<file path="config.mk">
export PLATFORM = sky130hd
export DESIGN_NAME = rv_core
export DESIGN_NICKNAME = d
export VERILOG_FILES = /design/src/common/rv_pkg.sv /design/src/core/rv_core.sv /design/src/core/core_sequencer.sv /design/src/logic/load_store_unit.sv /design/src/logic/alu.sv /design/src/logic/insn_decode.sv /design/src/logic/reg_file.sv
export VERILOG_INCLUDE_DIRS = /design/src /design/src/common
export SDC_FILE = /design/constraint.sdc
export NUM_CORES = 2
export LEC_CHECK = 0
export BUFFER_PORTS_ARGS = -buffer_cell sky130_fd_sc_hd__buf_2
export CORE_ASPECT_RATIO = 2
export CORE_MARGIN = 2
export CORE_UTILIZATION = 60
export DETAILED_ROUTE_END_ITERATION = 10
export GPL_TIMING_DRIVEN = 0
export HOLD_SLACK_MARGIN = 0.08
export PLACE_DENSITY = 0.77
export RECOVER_POWER = 25
export SLEW_MARGIN = 15
export SYNTH_ARGS = -nofsm -noshare
export SYNTH_HDL_FRONTEND = slang
export SYNTH_HIERARCHICAL = 1
export SYNTH_SLANG_ARGS = --single-unit
export TNS_END_PERCENT = 1
</file>
<file path="constraint.sdc">
create_clock -name clk -period 11.4 [get_ports clk]
set_input_delay 1.14 -clock clk [delete_from_list [all_inputs] [get_ports clk]]
set_output_delay 1.14 -clock clk [all_outputs]
set_load 0.02 [all_outputs]
</file>
<file path="src/common/rv_consts.svh">
`ifndef RV_CONSTS_SVH
`define RV_CONSTS_SVH

// machine word and register file size
`define RV_XLEN 32
`define RV_NUM_REGS 32

// first fetch address after reset
`define RV_RESET_PC 32'h0000_0000

// sequential pc step
`define RV_PC_INC 32'd4

// major opcodes
`define RV_OP_LOAD 7'b0000011
`define RV_OP_STORE 7'b0100011
`define RV_OP_BRANCH 7'b1100011
`define RV_OP_JALR 7'b1100111
`define RV_OP_JAL 7'b1101111
`define RV_OP_REGIMM 7'b0010011
`define RV_OP_REGREG 7'b0110011
`define RV_OP_SYSTEM 7'b1110011
`define RV_OP_AUIPC 7'b0010111
`define RV_OP_LUI 7'b0110111

// alu funct3
`define RV_F3_ADD 3'b000
`define RV_F3_SLL 3'b001
`define RV_F3_SLT 3'b010
`define RV_F3_SLTU 3'b011
`define RV_F3_XOR 3'b100
`define RV_F3_SR 3'b101
`define RV_F3_OR 3'b110
`define RV_F3_AND 3'b111

// branch conditions
`define RV_F3_BEQ 3'b000
`define RV_F3_BNE 3'b001
`define RV_F3_BLT 3'b100
`define RV_F3_BGE 3'b101
`define RV_F3_BLTU 3'b110
`define RV_F3_BGEU 3'b111

// load/store widths
`define RV_F3_B 3'b000
`define RV_F3_H 3'b001
`define RV_F3_W 3'b010
`define RV_F3_BU 3'b100
`define RV_F3_HU 3'b101

// funct7 for sub and sra
`define RV_F7_ALT 7'b0100000

`endif
</file>
<file path="src/common/rv_pkg.sv">
`include "rv_consts.svh"

package rv_pkg;

  // data, address and instruction words
  typedef logic [`RV_XLEN-1:0] word_t;

  typedef logic [$clog2(`RV_NUM_REGS)-1:0] reg_idx_t;

  // bit n enables byte n
  typedef logic [`RV_XLEN/8-1:0] byte_en_t;

  typedef logic [2:0] funct3_t;

  typedef enum logic [3:0] {
    ALU_ADD,
    ALU_SUB,
    ALU_SLL,
    ALU_SLT,
    ALU_SLTU,
    ALU_XOR,
    ALU_SRL,
    ALU_SRA,
    ALU_OR,
    ALU_AND,
    ALU_PASS_B
  } alu_op_t;

  typedef enum logic [2:0] {
    S_FETCH,
    S_FETCH_DONE,
    S_EXECUTE,
    S_MEM,
    S_MEM_DONE,
    S_WRITEBACK,
    S_HALTED
  } seq_state_t;

endpackage

</file>
<file path="src/core/rv_core.sv">
module rv_core (
  input  logic             clk,
  input  logic             rst,
  output logic             halt,
  output logic             imem_req,
  output rv_pkg::word_t    imem_addr,
  input  logic             imem_ack,
  input  rv_pkg::word_t    imem_rdata,
  output logic             dmem_req,
  output logic             dmem_we,
  output rv_pkg::word_t    dmem_addr,
  output rv_pkg::word_t    dmem_wdata,
  output rv_pkg::byte_en_t dmem_be,
  input  logic             dmem_ack,
  input  rv_pkg::word_t    dmem_rdata
);

  rv_pkg::word_t    insn;
  rv_pkg::word_t    pc;
  rv_pkg::word_t    imm;
  rv_pkg::word_t    load_word;
  rv_pkg::word_t    rd_data;
  rv_pkg::word_t    rs1_data;
  rv_pkg::word_t    rs2_data;
  rv_pkg::word_t    alu_a;
  rv_pkg::word_t    alu_b;
  rv_pkg::word_t    alu_result;
  rv_pkg::word_t    rd_load_value;
  rv_pkg::reg_idx_t rs1;
  rv_pkg::reg_idx_t rs2;
  rv_pkg::reg_idx_t rd;
  rv_pkg::funct3_t  funct3;
  rv_pkg::alu_op_t  alu_op;
  rv_pkg::byte_en_t lane_be;
  logic             a_is_pc;
  logic             b_is_imm;
  logic             is_load;
  logic             is_store;
  logic             is_branch;
  logic             is_jal;
  logic             is_jalr;
  logic             is_ecall;
  logic             writes_rd;
  logic             rd_we;
  logic             branch_taken;

  // operand select for the alu
  assign alu_a = a_is_pc ? pc : rs1_data;
  assign alu_b = b_is_imm ? imm : rs2_data;

  // loads present no lane enables to the memory
  assign dmem_be = dmem_we ? lane_be : '0;

  core_sequencer u_seq (
    .clk          (clk),
    .rst          (rst),
    .imem_ack     (imem_ack),
    .imem_rdata   (imem_rdata),
    .dmem_ack     (dmem_ack),
    .dmem_rdata   (dmem_rdata),
    .is_load      (is_load),
    .is_store     (is_store),
    .is_branch    (is_branch),
    .is_jal       (is_jal),
    .is_jalr      (is_jalr),
    .is_ecall     (is_ecall),
    .writes_rd    (writes_rd),
    .imm          (imm),
    .alu_result   (alu_result),
    .branch_taken (branch_taken),
    .rd_load_value(rd_load_value),
    .insn         (insn),
    .pc           (pc),
    .imem_req     (imem_req),
    .imem_addr    (imem_addr),
    .dmem_req     (dmem_req),
    .dmem_we      (dmem_we),
    .load_word    (load_word),
    .rd_we        (rd_we),
    .rd_data      (rd_data),
    .halt         (halt)
  );

  insn_decode u_dec (
    .insn     (insn),
    .rs1      (rs1),
    .rs2      (rs2),
    .rd       (rd),
    .funct3   (funct3),
    .imm      (imm),
    .alu_op   (alu_op),
    .a_is_pc  (a_is_pc),
    .b_is_imm (b_is_imm),
    .is_load  (is_load),
    .is_store (is_store),
    .is_branch(is_branch),
    .is_jal   (is_jal),
    .is_jalr  (is_jalr),
    .is_ecall (is_ecall),
    .writes_rd(writes_rd)
  );

  reg_file u_rf (
    .clk     (clk),
    .rst     (rst),
    .rs1     (rs1),
    .rs2     (rs2),
    .rs1_data(rs1_data),
    .rs2_data(rs2_data),
    .rd      (rd),
    .rd_we   (rd_we),
    .rd_data (rd_data)
  );

  alu u_alu (
    .alu_op      (alu_op),
    .a           (alu_a),
    .b           (alu_b),
    .rs1_data    (rs1_data),
    .rs2_data    (rs2_data),
    .funct3      (funct3),
    .result      (alu_result),
    .branch_taken(branch_taken)
  );

  load_store_unit u_lsu (
    .addr         (alu_result),
    .funct3       (funct3),
    .store_value  (rs2_data),
    .load_word    (load_word),
    .dmem_addr    (dmem_addr),
    .dmem_wdata   (dmem_wdata),
    .dmem_be      (lane_be),
    .rd_load_value(rd_load_value)
  );

endmodule

</file>
<file path="src/core/core_sequencer.sv">
`include "rv_consts.svh"

module core_sequencer (
  input  logic          clk,
  input  logic          rst,
  input  logic          imem_ack,
  input  rv_pkg::word_t imem_rdata,
  input  logic          dmem_ack,
  input  rv_pkg::word_t dmem_rdata,
  input  logic          is_load,
  input  logic          is_store,
  input  logic          is_branch,
  input  logic          is_jal,
  input  logic          is_jalr,
  input  logic          is_ecall,
  input  logic          writes_rd,
  input  rv_pkg::word_t imm,
  input  rv_pkg::word_t alu_result,
  input  logic          branch_taken,
  input  rv_pkg::word_t rd_load_value,
  output rv_pkg::word_t insn,
  output rv_pkg::word_t pc,
  output logic          imem_req,
  output rv_pkg::word_t imem_addr,
  output logic          dmem_req,
  output logic          dmem_we,
  output rv_pkg::word_t load_word,
  output logic          rd_we,
  output rv_pkg::word_t rd_data,
  output logic          halt
);

  rv_pkg::seq_state_t state;
  rv_pkg::word_t      pc_plus4;
  rv_pkg::word_t      next_pc;

  assign imem_addr = pc;
  assign pc_plus4  = pc + `RV_PC_INC;

  always_comb begin
    if (is_jalr) begin
      next_pc = {alu_result[`RV_XLEN-1:1], 1'b0};
    end else if (is_jal || (is_branch && branch_taken)) begin
      next_pc = pc + imm;
    end else begin
      next_pc = pc_plus4;
    end
  end

  // link value, load result or alu output
  always_comb begin
    if (is_jal || is_jalr) begin
      rd_data = pc_plus4;
    end else if (is_load) begin
      rd_data = rd_load_value;
    end else begin
      rd_data = alu_result;
    end
  end

  assign rd_we = (state == rv_pkg::S_WRITEBACK) && writes_rd;

  always_ff @(posedge clk) begin
    if (rst) begin
      state    <= rv_pkg::S_FETCH;
      pc       <= `RV_RESET_PC;
      imem_req <= 1'b0;
      dmem_req <= 1'b0;
      dmem_we  <= 1'b0;
      halt     <= 1'b0;
    end else begin
      case (state)
        rv_pkg::S_FETCH: begin
          if (!imem_req && !imem_ack) begin
            imem_req <= 1'b1;
          end else if (imem_req && imem_ack) begin
            imem_req <= 1'b0;
            state    <= rv_pkg::S_FETCH_DONE;
          end
        end
        // memory must drop ack before anything else is issued
        rv_pkg::S_FETCH_DONE: begin
          if (!imem_ack) begin
            state <= rv_pkg::S_EXECUTE;
          end
        end
        rv_pkg::S_EXECUTE: begin
          if (is_ecall) begin
            halt  <= 1'b1;
            state <= rv_pkg::S_HALTED;
          end else if (is_load || is_store) begin
            dmem_req <= 1'b1;
            dmem_we  <= is_store;
            state    <= rv_pkg::S_MEM;
          end else begin
            state <= rv_pkg::S_WRITEBACK;
          end
        end
        rv_pkg::S_MEM: begin
          if (dmem_ack) begin
            dmem_req <= 1'b0;
            dmem_we  <= 1'b0;
            state    <= rv_pkg::S_MEM_DONE;
          end
        end
        rv_pkg::S_MEM_DONE: begin
          if (!dmem_ack) begin
            state <= rv_pkg::S_WRITEBACK;
          end
        end
        rv_pkg::S_WRITEBACK: begin
          pc    <= next_pc;
          state <= rv_pkg::S_FETCH;
        end
        default: begin
          state <= rv_pkg::S_HALTED;
        end
      endcase
    end
  end

  // instruction and load data capture on ack
  always_ff @(posedge clk) begin
    if (state == rv_pkg::S_FETCH && imem_req && imem_ack) begin
      insn <= imem_rdata;
    end
    if (state == rv_pkg::S_MEM && dmem_ack) begin
      load_word <= dmem_rdata;
    end
  end

endmodule

</file>
<file path="src/logic/load_store_unit.sv">
`include "rv_consts.svh"

module load_store_unit (
  input  rv_pkg::word_t    addr,
  input  rv_pkg::funct3_t  funct3,
  input  rv_pkg::word_t    store_value,
  input  rv_pkg::word_t    load_word,
  output rv_pkg::word_t    dmem_addr,
  output rv_pkg::word_t    dmem_wdata,
  output rv_pkg::byte_en_t dmem_be,
  output rv_pkg::word_t    rd_load_value
);

  logic [1:0]    offset;
  rv_pkg::word_t load_shifted;

  assign offset       = addr[1:0];
  assign dmem_addr    = {addr[`RV_XLEN-1:2], 2'b00};
  assign load_shifted = load_word >> {offset, 3'b000};

  // store data moved into its byte lanes
  always_comb begin
    case (funct3)
      `RV_F3_B, `RV_F3_BU: begin
        dmem_wdata = rv_pkg::word_t'(store_value[7:0]) << {offset, 3'b000};
        dmem_be    = 4'b0001 << offset;
      end
      `RV_F3_H, `RV_F3_HU: begin
        dmem_wdata = rv_pkg::word_t'(store_value[15:0]) << {offset[1], 4'b0000};
        dmem_be    = offset[1] ? 4'b1100 : 4'b0011;
      end
      default: begin
        dmem_wdata = store_value;
        dmem_be    = 4'b1111;
      end
    endcase
  end

  // byte or halfword pulled down to bit 0, then extended
  always_comb begin
    case (funct3)
      `RV_F3_B:  rd_load_value = {{24{load_shifted[7]}}, load_shifted[7:0]};
      `RV_F3_BU: rd_load_value = {24'b0, load_shifted[7:0]};
      `RV_F3_H:  rd_load_value = {{16{load_shifted[15]}}, load_shifted[15:0]};
      `RV_F3_HU: rd_load_value = {16'b0, load_shifted[15:0]};
      `RV_F3_W:  rd_load_value = load_word;
      default:   rd_load_value = load_word;
    endcase
  end

endmodule

</file>
<file path="src/logic/alu.sv">
`include "rv_consts.svh"

module alu (
  input  rv_pkg::alu_op_t alu_op,
  input  rv_pkg::word_t   a,
  input  rv_pkg::word_t   b,
  input  rv_pkg::word_t   rs1_data,
  input  rv_pkg::word_t   rs2_data,
  input  rv_pkg::funct3_t funct3,
  output rv_pkg::word_t   result,
  output logic            branch_taken
);

  logic [$clog2(`RV_XLEN)-1:0] shamt;

  assign shamt = b[$clog2(`RV_XLEN)-1:0];

  always_comb begin
    case (alu_op)
      rv_pkg::ALU_ADD:    result = a + b;
      rv_pkg::ALU_SUB:    result = a - b;
      rv_pkg::ALU_SLL:    result = a << shamt;
      rv_pkg::ALU_SLT:    result = rv_pkg::word_t'($signed(a) < $signed(b));
      rv_pkg::ALU_SLTU:   result = rv_pkg::word_t'(a < b);
      rv_pkg::ALU_XOR:    result = a ^ b;
      rv_pkg::ALU_SRL:    result = a >> shamt;
      rv_pkg::ALU_SRA:    result = rv_pkg::word_t'($signed(a) >>> shamt);
      rv_pkg::ALU_OR:     result = a | b;
      rv_pkg::ALU_AND:    result = a & b;
      rv_pkg::ALU_PASS_B: result = b;
      default:            result = '0;
    endcase
  end

  // branch condition straight from the register operands
  always_comb begin
    case (funct3)
      `RV_F3_BEQ:  branch_taken = (rs1_data == rs2_data);
      `RV_F3_BNE:  branch_taken = (rs1_data != rs2_data);
      `RV_F3_BLT:  branch_taken = ($signed(rs1_data) < $signed(rs2_data));
      `RV_F3_BGE:  branch_taken = ($signed(rs1_data) >= $signed(rs2_data));
      `RV_F3_BLTU: branch_taken = (rs1_data < rs2_data);
      `RV_F3_BGEU: branch_taken = (rs1_data >= rs2_data);
      default:     branch_taken = 1'b0;
    endcase
  end

endmodule

</file>
<file path="src/logic/insn_decode.sv">
`include "rv_consts.svh"

module insn_decode (
  input  rv_pkg::word_t    insn,
  output rv_pkg::reg_idx_t rs1,
  output rv_pkg::reg_idx_t rs2,
  output rv_pkg::reg_idx_t rd,
  output rv_pkg::funct3_t  funct3,
  output rv_pkg::word_t    imm,
  output rv_pkg::alu_op_t  alu_op,
  output logic             a_is_pc,
  output logic             b_is_imm,
  output logic             is_load,
  output logic             is_store,
  output logic             is_branch,
  output logic             is_jal,
  output logic             is_jalr,
  output logic             is_ecall,
  output logic             writes_rd
);

  logic [6:0] opcode;
  logic [6:0] funct7;
  logic       alt;

  // funct3 to alu op, alt picks sub (reg-reg only) and sra
  function automatic rv_pkg::alu_op_t f3_to_op(input rv_pkg::funct3_t f3, input logic alt_f7,
                                               input logic reg_reg);
    case (f3)
      `RV_F3_ADD:  return (alt_f7 && reg_reg) ? rv_pkg::ALU_SUB : rv_pkg::ALU_ADD;
      `RV_F3_SLL:  return rv_pkg::ALU_SLL;
      `RV_F3_SLT:  return rv_pkg::ALU_SLT;
      `RV_F3_SLTU: return rv_pkg::ALU_SLTU;
      `RV_F3_XOR:  return rv_pkg::ALU_XOR;
      `RV_F3_SR:   return alt_f7 ? rv_pkg::ALU_SRA : rv_pkg::ALU_SRL;
      `RV_F3_OR:   return rv_pkg::ALU_OR;
      default:     return rv_pkg::ALU_AND;
    endcase
  endfunction

  assign opcode = insn[6:0];
  assign rd     = insn[11:7];
  assign funct3 = insn[14:12];
  assign rs1    = insn[19:15];
  assign rs2    = insn[24:20];
  assign funct7 = insn[31:25];
  assign alt    = (funct7 == `RV_F7_ALT);

  assign is_load   = (opcode == `RV_OP_LOAD);
  assign is_store  = (opcode == `RV_OP_STORE);
  assign is_branch = (opcode == `RV_OP_BRANCH);
  assign is_jal    = (opcode == `RV_OP_JAL);
  assign is_jalr   = (opcode == `RV_OP_JALR);
  assign is_ecall  = (opcode == `RV_OP_SYSTEM) && (insn[31:7] == '0);

  always_comb begin
    imm       = '0;
    alu_op    = rv_pkg::ALU_ADD;
    a_is_pc   = 1'b0;
    b_is_imm  = 1'b1;
    writes_rd = 1'b0;
    case (opcode)
      `RV_OP_LOAD, `RV_OP_JALR: begin
        imm       = {{20{insn[31]}}, insn[31:20]};
        writes_rd = 1'b1;
      end
      `RV_OP_REGIMM: begin
        imm       = {{20{insn[31]}}, insn[31:20]};
        alu_op    = f3_to_op(funct3, alt, 1'b0);
        writes_rd = 1'b1;
      end
      `RV_OP_REGREG: begin
        alu_op    = f3_to_op(funct3, alt, 1'b1);
        b_is_imm  = 1'b0;
        writes_rd = 1'b1;
      end
      `RV_OP_STORE: begin
        imm = {{20{insn[31]}}, insn[31:25], insn[11:7]};
      end
      `RV_OP_BRANCH: begin
        imm      = {{19{insn[31]}}, insn[31], insn[7], insn[30:25], insn[11:8], 1'b0};
        b_is_imm = 1'b0;
      end
      `RV_OP_JAL: begin
        imm       = {{11{insn[31]}}, insn[31], insn[19:12], insn[20], insn[30:21], 1'b0};
        a_is_pc   = 1'b1;
        writes_rd = 1'b1;
      end
      `RV_OP_AUIPC: begin
        imm       = {insn[31:12], 12'b0};
        a_is_pc   = 1'b1;
        writes_rd = 1'b1;
      end
      `RV_OP_LUI: begin
        imm       = {insn[31:12], 12'b0};
        alu_op    = rv_pkg::ALU_PASS_B;
        writes_rd = 1'b1;
      end
      // system and unknown opcodes retire without effect
      default: begin
      end
    endcase
  end

endmodule

</file>
<file path="src/logic/reg_file.sv">
`include "rv_consts.svh"

module reg_file (
  input  logic             clk,
  input  logic             rst,
  input  rv_pkg::reg_idx_t rs1,
  input  rv_pkg::reg_idx_t rs2,
  output rv_pkg::word_t    rs1_data,
  output rv_pkg::word_t    rs2_data,
  input  rv_pkg::reg_idx_t rd,
  input  logic             rd_we,
  input  rv_pkg::word_t    rd_data
);

  rv_pkg::word_t regs [`RV_NUM_REGS];

  assign rs1_data = regs[rs1];
  assign rs2_data = regs[rs2];

  // x0 is cleared at reset and never written
  always_ff @(posedge clk) begin
    if (rst) begin
      for (int i = 0; i < `RV_NUM_REGS; i++) begin
        regs[i] <= '0;
      end
    end else if (rd_we && rd != '0) begin
      regs[rd] <= rd_data;
    end
  end

endmodule

</file>
==> results of run 1 <==
[through the flow]
step | cells | setup TNS (ns) | utilization (%) | setup WS [ns]
2_1_floorplan | 7374 | 0 | - | 4.11
3_3_place_gp | 9235 | -2139.84 | 62.6 | -2.95
3_5_place_dp | 9248 | -477.53 | 62.8 | -1.09
4_1_cts | 9419 | 0 | 65.2 | 0.0212
[cell usage after synthesis (all sizes together) (49+ instances only)]
| cell | number |
|---|---|
| nor2 | 235 |
| and2 | 1021 |
| buf | 347 |
| a22o | 149 |
| mux2 | 107 |
| a31oi | 101 |
| nor3 | 109 |
| nand3 | 262 |
| a211oi | 51 |
| ha | 163 |
| a21oi | 412 |
| nand2 | 450 |
| edfxtp | 1088 |
| mux4 | 49 |
| clkbuf | 377 |
| o21ai | 212 |
| mux2i | 1099 |
| a22oi | 226 |
| inv | 155 |
| a21o | 60 |
[per-layer routing]
| layer | GRT overflow | global-route usage, % |
|---|---|---|
| met1 | 48 | 68.2 |
| met2 | 942 | 95.2 |
| met3 | 51 | 53.5 |
| met4 | 430 | 78.6 |
| met5 | 5 | 22.4 |
[what timing repair did]
action,in CTS
pin swaps,1
setup buffers,2
gates resized for setup,10
setup endpoints to repair,986
[logic make-up after synthesis]
| logic type | synth area share [%] |
|---|---|
| AOI/OAI and AO/OA | 13.4 |
| and+or+nand+nor | 16.6 |
| other | 0.00974 |
| DFF | 43.4 |
| buffers and inverters | 5.66 |
| adders and majority gates | 2.72 |
| xor gates and xnor gates | 0.602 |
| muxes | 17.6 |
==> results.ini, run 1 <==
[status]
outcome = did not finish
stop_stage = 5_1_grt
error = [ERROR GRT-0116] Global routing finished with congestion. Check the congestion regions in the DRC Viewer.

[synthesis]
yosys_warnings = 6
synth_top_area_share_pct = 42.4
avgSynthCellArea_sq_um = 10.5
yosys.cell_types.count = 124
synth-edff-count = 1088
synthCells = 7342
yosysSeqAreaShare_pct = 43.4
yosys_register_bits = 1127
ys_top_cells_by_area = edfxtp_1 42%, mux2i_1 14%, and2_1 8.3%
synthesis.area_sq_um = 77100
synth_async_sr_flop_share_pct = 0
yosys.area.top_type = edfxtp_1
synth_ff_type = edfxtp_1

[place]
gp_congestion = 1.25
detailed_place.area_sq_um = 80400
dp_hpwl_mm = 307
place.port_buffers = 169

[grt]
grt_pass1_wl_mm = 698
grt_pass1_vias = 81700
grt_max_degree = 33
grtUsageTotal_pct = 73.0
gr-total-overflow = 1476

[clocking]
hold_buffers = 0
clockRootBuffer = clkbuf_16
numCtsBuffers = 92
clock_path_buffers = 3
h-tree-depth = 3
numClockSinks = 1127

[floorplan]
ios = 172
die_w_um = 257
die_h_um = 511
fp-row-count = 186
start_util_pct = 60.2

==> run 2: changes to the inputs <==
--- a/config.mk
+++ b/config.mk
@@ -7,13 +7,11 @@
 export NUM_CORES = 2
 export LEC_CHECK = 0
 export BUFFER_PORTS_ARGS = -buffer_cell sky130_fd_sc_hd__buf_2
-export CORE_ASPECT_RATIO = 2
 export CORE_MARGIN = 2
-export CORE_UTILIZATION = 60
+export CORE_UTILIZATION = 40
 export DETAILED_ROUTE_END_ITERATION = 10
 export GPL_TIMING_DRIVEN = 0
-export HOLD_SLACK_MARGIN = 0.08
-export PLACE_DENSITY = 0.77
+export PLACE_DENSITY_LB_ADDON = 0.15
 export RECOVER_POWER = 25
 export SLEW_MARGIN = 15
 export SYNTH_ARGS = -nofsm -noshare
==> run 2 against run 1 <==
Compared with the run above: the flow now finishes, with violations (max-capacitance violations, max-slew violations, negative setup slack); synthesized cell count unchanged; area after synthesis stayed put.
==> results.ini, run 2 <==
[timing]
setup_slack_ns = -0.165
drv_slew = 556
maxSlewHeadroom_pct = -186
worst_slew_pin_slew_ns = 4.29
rsz0062_at_grt = yes
fmax_ghz = 0.0865
fin_crit_sh_pct = 101
finalHoldViolCount = 0
fin_hold_ws_ns = 0.488
finalClockSkew_ns = 0.0447
period_needed_ns = 11.57
setup_viol = 157

[setup_path]
worstSetupStartpointType = flip-flop
crit_type = flip-flop to flip-flop
crit_fanout = 11
required_ns = 12.06
cp-end-kind = flip-flop
critPathArrivalTime_ns = 12.23
max_stage_delay_ns = 0.68
critPathSlowestCell = o21ai_1
rr_worst_depth = 33
cp_common_cell = buf_2

[power]
p_int_mw = 7.66
cellLeakagePower_nw = 34.5
p_sw_mw = 3.44
p_comb_share_pct = 18.7
clkPwrFrac_pct = 38.4
peakVddDrop_v = 0.000158
swShare_pct = 31.0
seqPwrFrac_pct = 42.9
powerDensity_nw_per_um2 = 130
design_power_total_mw = 11.1

[synthesis]
yosysSeqAreaShare_pct = 43.4  ; unchanged
yosys_register_bits = 1127  ; unchanged
synthCells = 7342  ; unchanged
yosys.cell_types.count = 124  ; unchanged
synth-edff-count = 1088  ; unchanged
synth.most_common_cell = mux2i_1
synth.cells.most_frequent = 1099 x mux2i_1, 1088 x edfxtp_1, 1020 x and2_1
avgSynthCellArea_sq_um = 10.5  ; unchanged
yosys_warnings = 6  ; unchanged
synth_top_area_share_pct = 42.4  ; unchanged
ys_top_cells_by_area = edfxtp_1 42%, mux2i_1 14%, and2_1 8.3%
synth_async_sr_flop_share_pct = 0  ; unchanged
synthesis.area_sq_um = 77100  ; unchanged
synth_ff_type = edfxtp_1
yosys.area.top_type = edfxtp_1

[cells_and_area]
final_common_cell = mux2i_1
instances_no_fill = 10300
final_cell_mix = 1099 x mux2i_1, 1088 x edfxtp_1, 1020 x and2_1
regMostFlops = u_rf/regs
largest_reg_flops = 1024
design_area_sq_um = 85700
layout-drive-gt1-share_pct = 12.0
area_growth_pct = 11.1
layout.nets = 7929

[clocking]
numClockSinks = 1127  ; unchanged
hold_buffers = 0  ; unchanged
clkSlewWorstSetupHoldPaths_ns = 0.06
h-tree-depth = 4  ; +1
clk_latency_ns = 0.83
clock_path_buffers = 3  ; unchanged
clockRootBuffer = clkbuf_16
numCtsBuffers = 130  ; +41%
cts_tree = built

[min_path]
hold_path.class = flip-flop to flip-flop
hold_depth = 2

[detailed_routing]
ant_nets = 0
dr.pass1.iters = 9
vias = 66500
routedWlPerCell_um = 36.6
vias_per_cell = 6.44
drt_iter0_drc = 9288
wl_mm = 378
drc = 0

[floorplan]
die_h_um = 443  ; -13%
start_util_pct = 40.2  ; -20 points
fp.dieArea_sq_um = 196000
core_region_area_sq_um = 192000
fp-row-count = 161  ; -13%
ios = 172  ; unchanged
die_w_um = 443  ; +72%

[grt]
antenna_found_initial = 24
grt_max_degree = 33
gr-total-overflow = 0
grtUsageTotal_pct = 37.2
grt_pass1_vias = 62900
grt_pass1_wl_mm = 509

[job]
maxCapViolCount = 22

[place]
place_ws_ns = -0.910  ; +0.175 ns
place.port_buffers = 169  ; unchanged
gp_congestion = 1.10  ; -12%
detailed_place.area_sq_um = 81500  ; +1.4%
dp_hpwl_mm = 292  ; -4.9%
dp.cells = 10100  ; +9.1%

[status]
violations = max-capacitance violations, max-slew violations, negative setup slack
outcome = finished, violations left

run 2: cell counts after synthesis:
Identical to the previous run, type by type.
run 2: cell families after synthesis:
group	Yosys count	synth area share, %
AO/OA/AOI/OAI	1512	13.4
AND/OR/NAND/NOR	2344	16.6
multiplexers	1255	17.6
buffers and inverters	883	5.66
XOR/XNOR	53	0.602
adder cells (fa/ha/maj)	166	2.72
other	2	0.00974
flip-flops	1127	43.4
run 2: critical path, delay by kind of cell (launching register included):
| kind | cells | cell delay, ns |
|---|---|---|
| multiplexers | 5 | 1.57 |
| AO/OA/AOI/OAI | 9 | 2.81 |
| adder cells (fa/ha/maj) | 1 | 0.42 |
| AND/OR/NAND/NOR | 5 | 1.74 |
| buffers and inverters | 13 | 4.14 |
| flip-flops | 1 | 0.61 |
run 2: power by group through the flow:
stage / clock, mW / combinational (mW) / sequential [mW]
2_1_floorplan: 0 / 1.09 / 4.81
3_3_place_gp: 0 / 1.96 / 4.83
3_5_place_dp: 0 / 1.99 / 4.84
4_1_cts: 4.29 / 2.00 / 4.75
5_1_grt: 4.45 / 2.11 / 4.77
6_report: 4.26 / 2.07 / 4.76
run 2: path summary, 6_finish.rpt:
path                                startpoint                end  slack, ns
worst min register to register      u_seq/halt         u_seq/halt       0.49
worst max register to register  u_seq/insn[21]  u_rf/regs[20][26]      -0.17
worst min-delay path                u_seq/halt         u_seq/halt       0.49
worst max-delay path            u_seq/insn[21]  u_rf/regs[20][26]      -0.17
run 2: cell type report:
cell class | count | area [sq um]
buffer | 723 | 3790
tap | 2526 | 3160
antenna | 13 | 32.5
clock inverter | 71 | 850
multi-input combinational | 5364 | 39500
fill | 18300 | 106000
clock buffer | 156 | 3360
timing repair buffer | 190 | 957
inverter | 159 | 597
sequential | 1127 | 33500
run 2: repair_timing:
action / CTS / global route
endpoints found under the setup margin: 966 / 919
resized for setup: 22 / 21
setup buffers: 0 / 1
run 2: through the flow:
step	setup TNS (ns)	utilization, %
floorplan	0	-
global placement	-1192.71	42.3
detailed placement	-382.20	42.5
CTS	0	44.7
global route	-0.215	44.6
finish	-11.20	44.6
run 2: layer usage:
metal | part of all wire [%] | up-vias | track usage [%] | routed length (um)
met5 | 0.025 | - | 0 | 93
met4 | 8.3 | 14 | 26.0 | 31300
li1 | - | 27800 | - | -
met2 | 43 | 4273 | 55.0 | 161000
met1 | 39 | 33400 | 48.3 | 149000
met3 | 9.9 | 1005 | 8.31 | 37500
No activity file was read; power rests on OpenSTA's default activity.
